===== src/source/mport_defines.svh =====
`ifndef MPORT_DEFINES_SVH
`define MPORT_DEFINES_SVH

// UI address width
`define MP_ADDR_W 29

// one UI beat
`define MP_WORD_W 256

// data beats per burst, two beats per command
`define MP_BURST_BEATS 8

// UI address step per command
`define MP_CMD_STEP 8

// entries per port FIFO, power of two
`define MP_FIFO_DEPTH 32

// beat counters and FIFO levels
`define MP_CNT_W 16

`endif

===== src/source/mport_pkg.sv =====
package mport_pkg;

	`include "mport_defines.svh"

	typedef logic [`MP_ADDR_W-1:0] ui_addr_t; // UI byte-ish address
	typedef logic [`MP_WORD_W-1:0] ui_word_t; // one data beat

	typedef logic [`MP_CNT_W-1:0] beat_cnt_t; // beats and FIFO levels

	// UI command codes
	typedef enum logic [2:0] {
		CMD_WRITE = 3'b000,
		CMD_READ  = 3'b001
	} ui_cmd_t;

	// who owns the UI right now
	typedef enum logic [2:0] {
		SEL_NONE,
		SEL_WR0,
		SEL_WR1,
		SEL_RD0,
		SEL_RD1
	} port_sel_t;

endpackage


===== src/source/burst_arbiter.sv =====
`include "mport_defines.svh"

module burst_arbiter (
	input  logic                  ui_clk,
	input  logic                  rst,
	input  logic                  calib,
	input  mport_pkg::beat_cnt_t  wr0_used,
	input  mport_pkg::beat_cnt_t  wr1_used,
	input  mport_pkg::beat_cnt_t  rd0_free,
	input  mport_pkg::beat_cnt_t  rd1_free,
	input  mport_pkg::beat_cnt_t  occ0,
	input  mport_pkg::beat_cnt_t  occ1,
	input  logic                  wr_done,
	input  logic                  rd_done,
	input  mport_pkg::ui_addr_t   win_addr0_wr,
	input  mport_pkg::ui_addr_t   win_addr1_wr,
	input  mport_pkg::ui_addr_t   win_addr0_rd,
	input  mport_pkg::ui_addr_t   win_addr1_rd,
	output mport_pkg::port_sel_t  grant,
	output mport_pkg::ui_addr_t   burst_addr
);
	localparam int BEATS = `MP_BURST_BEATS;

	logic wr0_ok, wr1_ok, rd0_ok, rd1_ok;
	logic grant_wr;
	mport_pkg::port_sel_t pick;
	mport_pkg::ui_addr_t pick_addr;

	assign wr0_ok = wr0_used >= BEATS; // a full burst waiting
	assign wr1_ok = wr1_used >= BEATS;
	assign rd0_ok = rd0_free >= BEATS && occ0 >= BEATS; // room here and data in memory
	assign rd1_ok = rd1_free >= BEATS && occ1 >= BEATS;
	assign grant_wr = grant == mport_pkg::SEL_WR0 || grant == mport_pkg::SEL_WR1;

	// fixed priority wr0, wr1, rd0, rd1
	always_comb begin
		pick = mport_pkg::SEL_NONE;
		pick_addr = '0;
		if (wr0_ok) begin
			pick = mport_pkg::SEL_WR0;
			pick_addr = win_addr0_wr;
		end else if (wr1_ok) begin
			pick = mport_pkg::SEL_WR1;
			pick_addr = win_addr1_wr;
		end else if (rd0_ok) begin
			pick = mport_pkg::SEL_RD0;
			pick_addr = win_addr0_rd;
		end else if (rd1_ok) begin
			pick = mport_pkg::SEL_RD1;
			pick_addr = win_addr1_rd;
		end
	end

	always_ff @(posedge ui_clk or posedge rst) begin
		if (rst) begin
			grant <= mport_pkg::SEL_NONE;
		end else if (grant == mport_pkg::SEL_NONE) begin
			if (calib) grant <= pick; // nothing starts before calibration
		end else if ((grant_wr && wr_done) || (!grant_wr && rd_done)) begin
			grant <= mport_pkg::SEL_NONE; // burst over, free next cycle
		end
	end

	always_ff @(posedge ui_clk) begin
		if (grant == mport_pkg::SEL_NONE) burst_addr <= pick_addr; // frozen during burst
	end

endmodule


===== config.mk =====
export PLATFORM = sky130hd
export DESIGN_NAME = burst_arbiter
export DESIGN_NICKNAME = d
export VERILOG_FILES = /design/src/source/mport_pkg.sv /design/src/source/burst_arbiter.sv
export VERILOG_INCLUDE_DIRS = /design/src /design/src/source
export SDC_FILE = /design/constraint.sdc
export NUM_CORES = 1
export LEC_CHECK = 0
export ABC_CLOCK_PERIOD_IN_PS = 3800
export BUFFER_PORTS_ARGS = -buffer_cell sky130_fd_sc_hd__buf_2
export CAP_MARGIN = 40
export CORE_MARGIN = 10
export CORE_UTILIZATION = 34
export DETAILED_ROUTE_END_ITERATION = 10
export PLACE_DENSITY_LB_ADDON = 0.05
export SYNTH_ARGS = -nofsm -noshare
export SYNTH_HDL_FRONTEND = slang
export SYNTH_SLANG_ARGS = --single-unit

===== constraint.sdc =====
create_clock -name ui_clk -period 3.8 [get_ports ui_clk]
set_input_delay 0.76 -clock ui_clk [delete_from_list [all_inputs] [get_ports ui_clk]]
set_output_delay 0.76 -clock ui_clk [all_outputs]
set_load 0.03 [all_outputs]

; Word-level counts from Yosys, hierarchy flattened
; Cells that the tools add are included.
[totals]
register_bits = 32
input_bits = 217
output_inout_bits = 32
wordCells = 32
[op_classes]
n_lt_le_gt_ge = 6
n_eq_ne = 3
muxes = 11
reduce_logical = 10
[ops]
columns = operator, count
row1 = two-way mux 29 bit, 4
row2 = greater-or-equal comparator 16 x 4 -> 1 bit (second input constant), 6
row3 = two-way mux 3 bit, 7
row4 = logical AND 1 bit, 4
row5 = equality test 3 x 1 -> 1 bit (second input constant), 1
row6 = equality test 3 x 2 -> 1 bit (second input constant), 1
row7 = zero test 3 bit, 1
row8 = logical OR 1 bit, 2
row9 = inequality test 2 bit (second input constant), 1
row10 = AND reduction 2 bit, 1
row11 = nonzero test 2 bit, 1
row12 = zero test 1 bit, 1

; Depth between registers and ports, before layout
; Gate-level depths: netlist of the first run.
[depth]
word_depth = 8
depth_mapped = 7
depth_no_buf = 5

; Worst setup path before layout of the first run
; OpenSTA, ideal clock, no wires.
[synth_timing]
kind = register -> register
startpoint = register grant[1]
endpoint = register grant[1]
setup_ns = 0.078
arrival_time_ns = 3.202
required_time_ns = 3.722
path_slack_ns = 0.520
stages_incl_launch_ff = 4
synth_period_minus_slack_ns = 3.280
cell_sequence = dfrtp_1 > nor3_1 > o2111ai_1 > nand2_1
[synth_via]
elab_chain_cells = 7
word_cells_on_any_way = 12
[synth_lines]
columns = item, line
row1 = "start, declared", burst_arbiter.sv:19  ; output mport_pkg::port_sel_t grant,
row2 = "start signal, assigned", burst_arbiter.sv:56  ; grant <= mport_pkg::SEL_NONE;
row3 = "start signal, assigned", burst_arbiter.sv:58  ; if (calib) grant <= pick;
row4 = "start signal, assigned", burst_arbiter.sv:60  ; grant <= mport_pkg::SEL_NONE;
row5 = equality test 3 x 1 -> 1 bit or equality test 3 x 2 -> 1 bit (tied branches), burst_arbiter.sv:33  ; assign grant_wr = grant == mport_pkg::SEL_WR0 || grant == mport_pkg::SEL_WR1;
row6 = logical OR 1 bit, burst_arbiter.sv:33
row7 = zero test 1 bit, burst_arbiter.sv:59  ; end else if ((grant_wr && wr_done) || (!grant_wr && rd_done)) begin
row8 = logical AND 1 bit, burst_arbiter.sv:59
row9 = logical OR 1 bit, burst_arbiter.sv:59
row10 = nonzero test 2 bit (no line), --
row11 = AND reduction 2 bit (no line), --
; Several ways; a longest one is shown, not always the timed one.
; A chain may end at the register's enable or synchronous reset.

; Final worst setup path of the first run
[layout_timing]
startpoint = input wr1_used[15]
endpoint = register burst_addr[24] (data pin)
[layout_via]
elab_chain_cells = 3
[layout_lines]
columns = item, line
row1 = "start, declared", burst_arbiter.sv:8  ; input mport_pkg::beat_cnt_t wr1_used,
row2 = greater-or-equal comparator 16 x 4 -> 1 bit, burst_arbiter.sv:30  ; assign wr1_ok = wr1_used >= BEATS;
row3 = two-way mux 29 bit, burst_arbiter.sv:42  ; end else if (wr1_ok) begin
row4 = two-way mux 29 bit, burst_arbiter.sv:39  ; if (wr0_ok) begin
row5 = via pick_addr[24], burst_arbiter.sv:27  ; mport_pkg::ui_addr_t pick_addr;
row6 = "end signal, assigned", burst_arbiter.sv:65  ; if (grant == mport_pkg::SEL_NONE) burst_addr <= pick_addr;
row7 = "end, declared", burst_arbiter.sv:20  ; output mport_pkg::ui_addr_t burst_addr
; The timed path passes the listed nets, and every way through them passes these cells.

==> impl_metrics.env, run 1 <==
export IMPL_finalHoldViolCount=0
export IMPL_drc=0
export IMPL_grt_pass1_vias=3029
export IMPL_ant_nets=0
export IMPL_synth_area_leaders="edfxtp_1 (40%), a21o_1 (10%), nand4_1 (9.8%)"
export IMPL_max_stage_delay_ns=0.79
export IMPL_io_pins=249
export IMPL_drt_wirelength_per_cell_um=18.5
export IMPL_required_ns=3.95
export IMPL_r2r_cells=5
export IMPL_track_usage_pct=18.8
export IMPL_fmax_mhz=394
export IMPL_initial_core_util_pct=34.7
export IMPL_synth_top_cell_by_area="edfxtp_1"
export IMPL_syn_area_per_cell_um2=8.75
export IMPL_cts_buffers=5
export IMPL_criticalPathCategory="input pin to register"
export IMPL_yosys_most_used_dff="edfxtp_1"
export IMPL_final_period_utilization_pct=66.8
export IMPL_rows=29
export IMPL_synth_cells=249
export IMPL_antenna_found_initial=0
export IMPL_core_area_mm2=0.00628
export IMPL_tns_ns=0
export IMPL_dr_total_vias=2897
export IMPL_overflow=0
export IMPL_chipHeight_um=100
export IMPL_regToRegStartpoint="grant[1]"
export IMPL_post_synth_top_count_cell="nor2_1"
export IMPL_async_reset_ff_share_pct=9.38
export IMPL_p_per_area_mw_per_mm2=384
export IMPL_finalSetupViolCount=0
export IMPL_rrSetupSlack_ns=2.21
export IMPL_cp_slowest_cell="and4_1"
export IMPL_path_delay_family="simple AND/OR/NAND/NOR gates"
export IMPL_netlist_area_mm2=0.00218
export IMPL_status="finished clean"
export IMPL_rsz0062_at_grt="false"
export IMPL_use_met2_pct=34.2
export IMPL_crit_start="wr1_used[15]"
export IMPL_end_kind="register"
export IMPL_clk_path_buf_depth=2
export IMPL_hold_buffers=0
export IMPL_busiest_layer="met2"
export IMPL_leakage_nw=1.84
export IMPL_power_mw=1.33
export IMPL_cts_sinks=32
export IMPL_max_slew_margin_rel_pct=44.8
export IMPL_yosys_warnings=0
export IMPL_synth_top_cells_by_count="nor2_1 (36), nand4_1 (34), nand2_1 (33)"
export IMPL_wirelength_um=10200
export IMPL_clk_latency_ns=0.27
export IMPL_postCtsSetupRepairBufs=0
export IMPL_ys_seq_area_share_pct=43.4
export IMPL_port_buffers=230
export IMPL_die_area_mm2=0.0100
export IMPL_use_met1_pct=18.9
export IMPL_syn_num_nets=466
export IMPL_path_buf_inv=2
export IMPL_place_inst=542
export IMPL_drtIter0Drc=132
export IMPL_cp_depth=7
export IMPL_crit_fanout=20
export IMPL_post_place_ws_ns=1.02
export IMPL_worst_pin_slew_ns=0.828
export IMPL_ir_drop_mv=0.218
export IMPL_synth_cell_types=27
export IMPL_dp_hpwl_um=8260
export IMPL_drv_cap=0
export IMPL_grt_start_max_net_pins=61
export IMPL_cp_arrival_ns=2.68
export IMPL_antenna_cells=0
export IMPL_cts_resized=0
export IMPL_synth_edf_count=29
export IMPL_clk_pin_slew_ns=0.06
export IMPL_firstDrtPassIters=4
export IMPL_area_growth_pct=59.3
export IMPL_crit_path_start_kind="input pin"
export IMPL_synth_seq_cells=32
export IMPL_die_x_um=100
export IMPL_finalWeightedCongestion=0.778
export IMPL_finalMaxSlewViolations=0
export IMPL_layout_nets=689
export IMPL_fin_ws_ns=1.26
export IMPL_netlist_area_leader_share_pct=40.0
export IMPL_min_period_ns=2.54
export IMPL_cp_endpoint="burst_addr[24]"
export IMPL_grt_use_met3_pct=9.62
export IMPL_hp_class="input pin to async pin"
export IMPL_clock_skew_ns=0.00307
export IMPL_cp_cell_sequence="buf_2, nor4_2, and4_1, buf_4, nand4_1, a31oi_1, a21o_1"
export IMPL_final_cells=550
export IMPL_htreeDepth=2
export IMPL_grt_first_pass_wirelength_um=15300
export IMPL_drive_gt1_share_pct=53.1
export IMPL_r2r_end="grant[1]"
export IMPL_cts_root_buffer_cell="clkbuf_8"
export IMPL_cts_tree="yes"
export IMPL_via_per_inst=5.27
==> sequential cells by signal, indices dropped and copies added (netlist names) <==
register,count
burst_addr,29
grant,3
==> metal layers <==
| layer | routed length [um] | vias to the layer above |
|---|---|---|
| met2 | 5230 | 148 |
| li1 | - | 1411 |
| met4 | 82 | 0 |
| met5 | 0 | - |
| met1 | 3520 | 1332 |
| met3 | 1330 | 6 |
==> worst min-delay path by stage <==
stage / depth (start not counted) / endpoint / slack (ns) / from
after global routing: 2 / grant[2] / 0.33 / rst
after floorplan: 1 / grant[0] / 0.51 / rst
after CTS: 2 / grant[2] / 0.33 / rst
final: 2 / grant[1] / 0.34 / rst
after detailed placement: 1 / grant[0] / 0.59 / grant[0]
after global placement: 1 / grant[0] / 0.57 / grant[0]
==> layout by cell type (no fill, tap or decap), types with 6 or more instances in the layout <==
cell / synthesis / routed
nor2_1: 36 / 36
edfxtp_1: 29 / 29
buf_4: 2 / 7
buf_2: 13 / 230
a31oi_1: 29 / 29
nor3_1: 7 / 6
a21o_1: 29 / 29
nor4_1: 10 / 10
nand2_1: 33 / 33
nand4_1: 34 / 34
==> cell type report <==
class / count / area [um^2]
clock buffer: 7 / 76.3
clock inverter: 1 / 3.75
fill: 609 / 2810
inverter: 2 / 7.51
multi-input combinational: 193 / 1120
sequential: 32 / 946
tap: 77 / 96.3
timing repair buffer: 238 / 1220
==> cell families (layout without fill, tap and decap cells) <==
logic type	Yosys count	count (layout)	share of synthesized area (%)
AOI/OAI and AO/OA	64	64	20.7
buffers and inverters	24	248	5.57
DFF	32	32	43.4
muxes	1	1	0.459
and+or+nand+nor	128	128	29.9
==> power by group <==
group / switching (mW) / total, mW / internal, mW
clock: 0.113 / 0.241 / 0.127
sequential: 0.0269 / 0.545 / 0.518
combinational: 0.366 / 0.548 / 0.182
==> stage by stage <==
stage / hold WS [ns] / cell area, um^2 / utilization, %
6_report: 0.341 / 3470 / 55.3
5_1_grt: 0.328 / 3470 / 55.3
4_1_cts: 0.333 / 3470 / 55.3
3_5_place_dp: 0.591 / 3390 / 54.0
3_3_place_gp: 0.573 / 3380 / 53.9
2_1_floorplan: 0.514 / 2180 / -
Note: power is estimated with default switching activity, not from simulation.
==> run 2: changes to the inputs <==
- ABC_CLOCK_PERIOD_IN_PS: 3800 -> 2100
- CORE_UTILIZATION: 34 -> 31
- clock period: 3.8 -> 2.1 ns (I/O delays scaled with it)
==> impl_metrics.env, run 2 (synthesis results as in run 1) <==
export IMPL_status="finished clean"
export IMPL_htreeDepth=2
export IMPL_grt_pass1_vias=3195
export IMPL_track_usage_pct=18.0
export IMPL_chipHeight_um=104
export IMPL_firstDrtPassIters=5
export IMPL_core_area_mm2=0.00683
export IMPL_via_per_inst=5.11
export IMPL_grt_first_pass_wirelength_um=15700
export IMPL_ir_drop_mv=0.218
export IMPL_port_buffers=230
export IMPL_max_slew_margin_rel_pct=72.6
export IMPL_cp_endpoint="burst_addr[6]"
export IMPL_finalWeightedCongestion=0.779
export IMPL_overflow=0
export IMPL_cts_root_buffer_cell="clkbuf_8"
export IMPL_switching_power_mw=0.913
export IMPL_largest_reg_flops=29
export IMPL_final_period_utilization_pct=83.1
export IMPL_clk_latency_ns=0.27
export IMPL_regMostFlops="burst_addr"
export IMPL_fin_ws_ns=0.354
export IMPL_antenna_found_initial=1
export IMPL_finalMaxSlewViolations=0
export IMPL_min_period_ns=1.75
export IMPL_drive_gt1_share_pct=54.0
export IMPL_final_common_cell="buf_2"
export IMPL_r2r_cells=2
export IMPL_die_x_um=104
export IMPL_area_growth_pct=65.7
export IMPL_tns_ns=0
export IMPL_power_frac_clock_pct=17.7
export IMPL_rsz0062_at_grt="false"
export IMPL_drc=0
export IMPL_p_per_area_mw_per_mm2=668
export IMPL_regToRegStartpoint="grant[1]"
export IMPL_clock_skew_ns=0.00320
export IMPL_reg_top3="burst_addr: 29 flops, grant: 3 flops"
export IMPL_pwr_share_comb_pct=41.3
export IMPL_io_pins=249
export IMPL_cp_arrival_ns=1.89
export IMPL_post_place_ws_ns=0.0491
export IMPL_dp_hpwl_um=8660
export IMPL_cts_resized=0
export IMPL_crit_path_start_kind="input pin"
export IMPL_antenna_cells=0
export IMPL_drv_cap=0
export IMPL_die_area_mm2=0.0108
export IMPL_cts_sinks=32
export IMPL_rows=30
export IMPL_layout_common_cells="buf_2 (230), nor2_1 (36), nand4_1 (34), nand2_1 (33)"
export IMPL_initial_core_util_pct=31.9
export IMPL_crit_start="wr1_used[6]"
export IMPL_grt_start_max_net_pins=34
export IMPL_criticalPathCategory="input pin to register"
export IMPL_worst_pin_slew_ns=0.407
export IMPL_swShare_pct=37.8
export IMPL_required_ns=2.24
export IMPL_drtIter0Drc=66
export IMPL_rrSetupSlack_ns=0.84
export IMPL_clk_pin_slew_ns=0.06
export IMPL_fmax_mhz=573
export IMPL_hp_class="input pin to register"
export IMPL_internal_power_mw=1.50
export IMPL_clk_path_buf_depth=2
export IMPL_ant_nets=0
export IMPL_drt_wirelength_per_cell_um=18.0
export IMPL_layout_nets=697
export IMPL_postCtsSetupRepairBufs=0
export IMPL_end_kind="register"
export IMPL_finalSetupViolCount=0
export IMPL_wirelength_um=10400
export IMPL_leakage_nw=1.90
export IMPL_cts_buffers=5
export IMPL_seqPwrFrac_pct=41.0
export IMPL_crit_fanout=30
export IMPL_finalHoldViolCount=0
export IMPL_r2r_end="burst_addr[2]"
export IMPL_dr_total_vias=2943
export IMPL_cts_tree="yes"
-- run 2: cell types whose count changed in the layout (fill, tap and decap cells not counted), sizes merged --
cell / change
buf: +7
clkbuf: -1
dlygate4sd3: +1
-- run 2: repair_timing --
action | 4_1_cts | 5_1_grt
hold buffers | 1 | 0
endpoints found under the hold margin | 3 | 0
endpoints found under the setup margin | 0 | 0
-- run 2: final cells by class --
type                            instances  area (um^2)
Inverter                                2         7.51
Fill cell                             687         3220
Clock buffer                            6         72.6
Timing Repair Buffer                  246         1340
Multi-Input combinational cell        193         1120
Tap cell                               96          120
Sequential cell                        32          946
Clock inverter                          1         5.00
-- run 2: how the worst min path moves through the flow --
stage	start	end	slack (ns)	depth (start not counted)
floorplan	rst	grant[0]	0.17	1
global placement	rst	grant[2]	0.29	2
detailed placement	rst	grant[2]	0.30	2
CTS	win_addr1_rd[1]	burst_addr[1]	0.40	2
global route	win_addr1_rd[22]	burst_addr[22]	0.41	2
finish	win_addr1_rd[5]	burst_addr[5]	0.42	2
-- run 2: per-layer routing --
layer | vias up | track usage (%) | wire length (um)
met3 | 18 | 8.92 | 1170
met5 | - | 0 | 15
li1 | 1429 | - | -
met2 | 163 | 33.2 | 5330
met4 | 2 | 6.36 | 211
met1 | 1331 | 16.6 | 3660
-- run 2: power groups by stage --
stage                     combinational [mW]  sequential (mW)  clock, mW
after global placement                  1.01            0.998          0
after CTS                               1.01            0.993      0.449
after floorplan                        0.187             1.38          0
after detailed placement                1.01             1.00          0
after global routing                    1.07             1.01      0.477
final                                  0.996            0.990      0.428
-- run 2: critical path, cell delays in order --
cell and delay [ns]:
buf_2 0.09, nor3_1 0.37, nand4_1 0.17, buf_4 0.23, nor3_4 0.23, buf_12 0.21
a21o_1 0.14
-- run 2: metrics by stage --
| stage | utilization (%) | instances | hold slack, ns | cell area, um^2 | total power [mW] |
|---|---|---|---|---|---|
| floorplan | - | 249 | 0.174 | 2190 | 1.57 |
| global placement | 51.6 | 568 | 0.285 | 3520 | 2.01 |
| detailed placement | 51.6 | 568 | 0.296 | 3520 | 2.01 |
| CTS | 52.9 | 576 | 0.403 | 3610 | 2.46 |
| global route | 52.9 | 576 | 0.410 | 3610 | 2.55 |
| finish | 52.9 | 576 | 0.416 | 3610 | 2.41 |
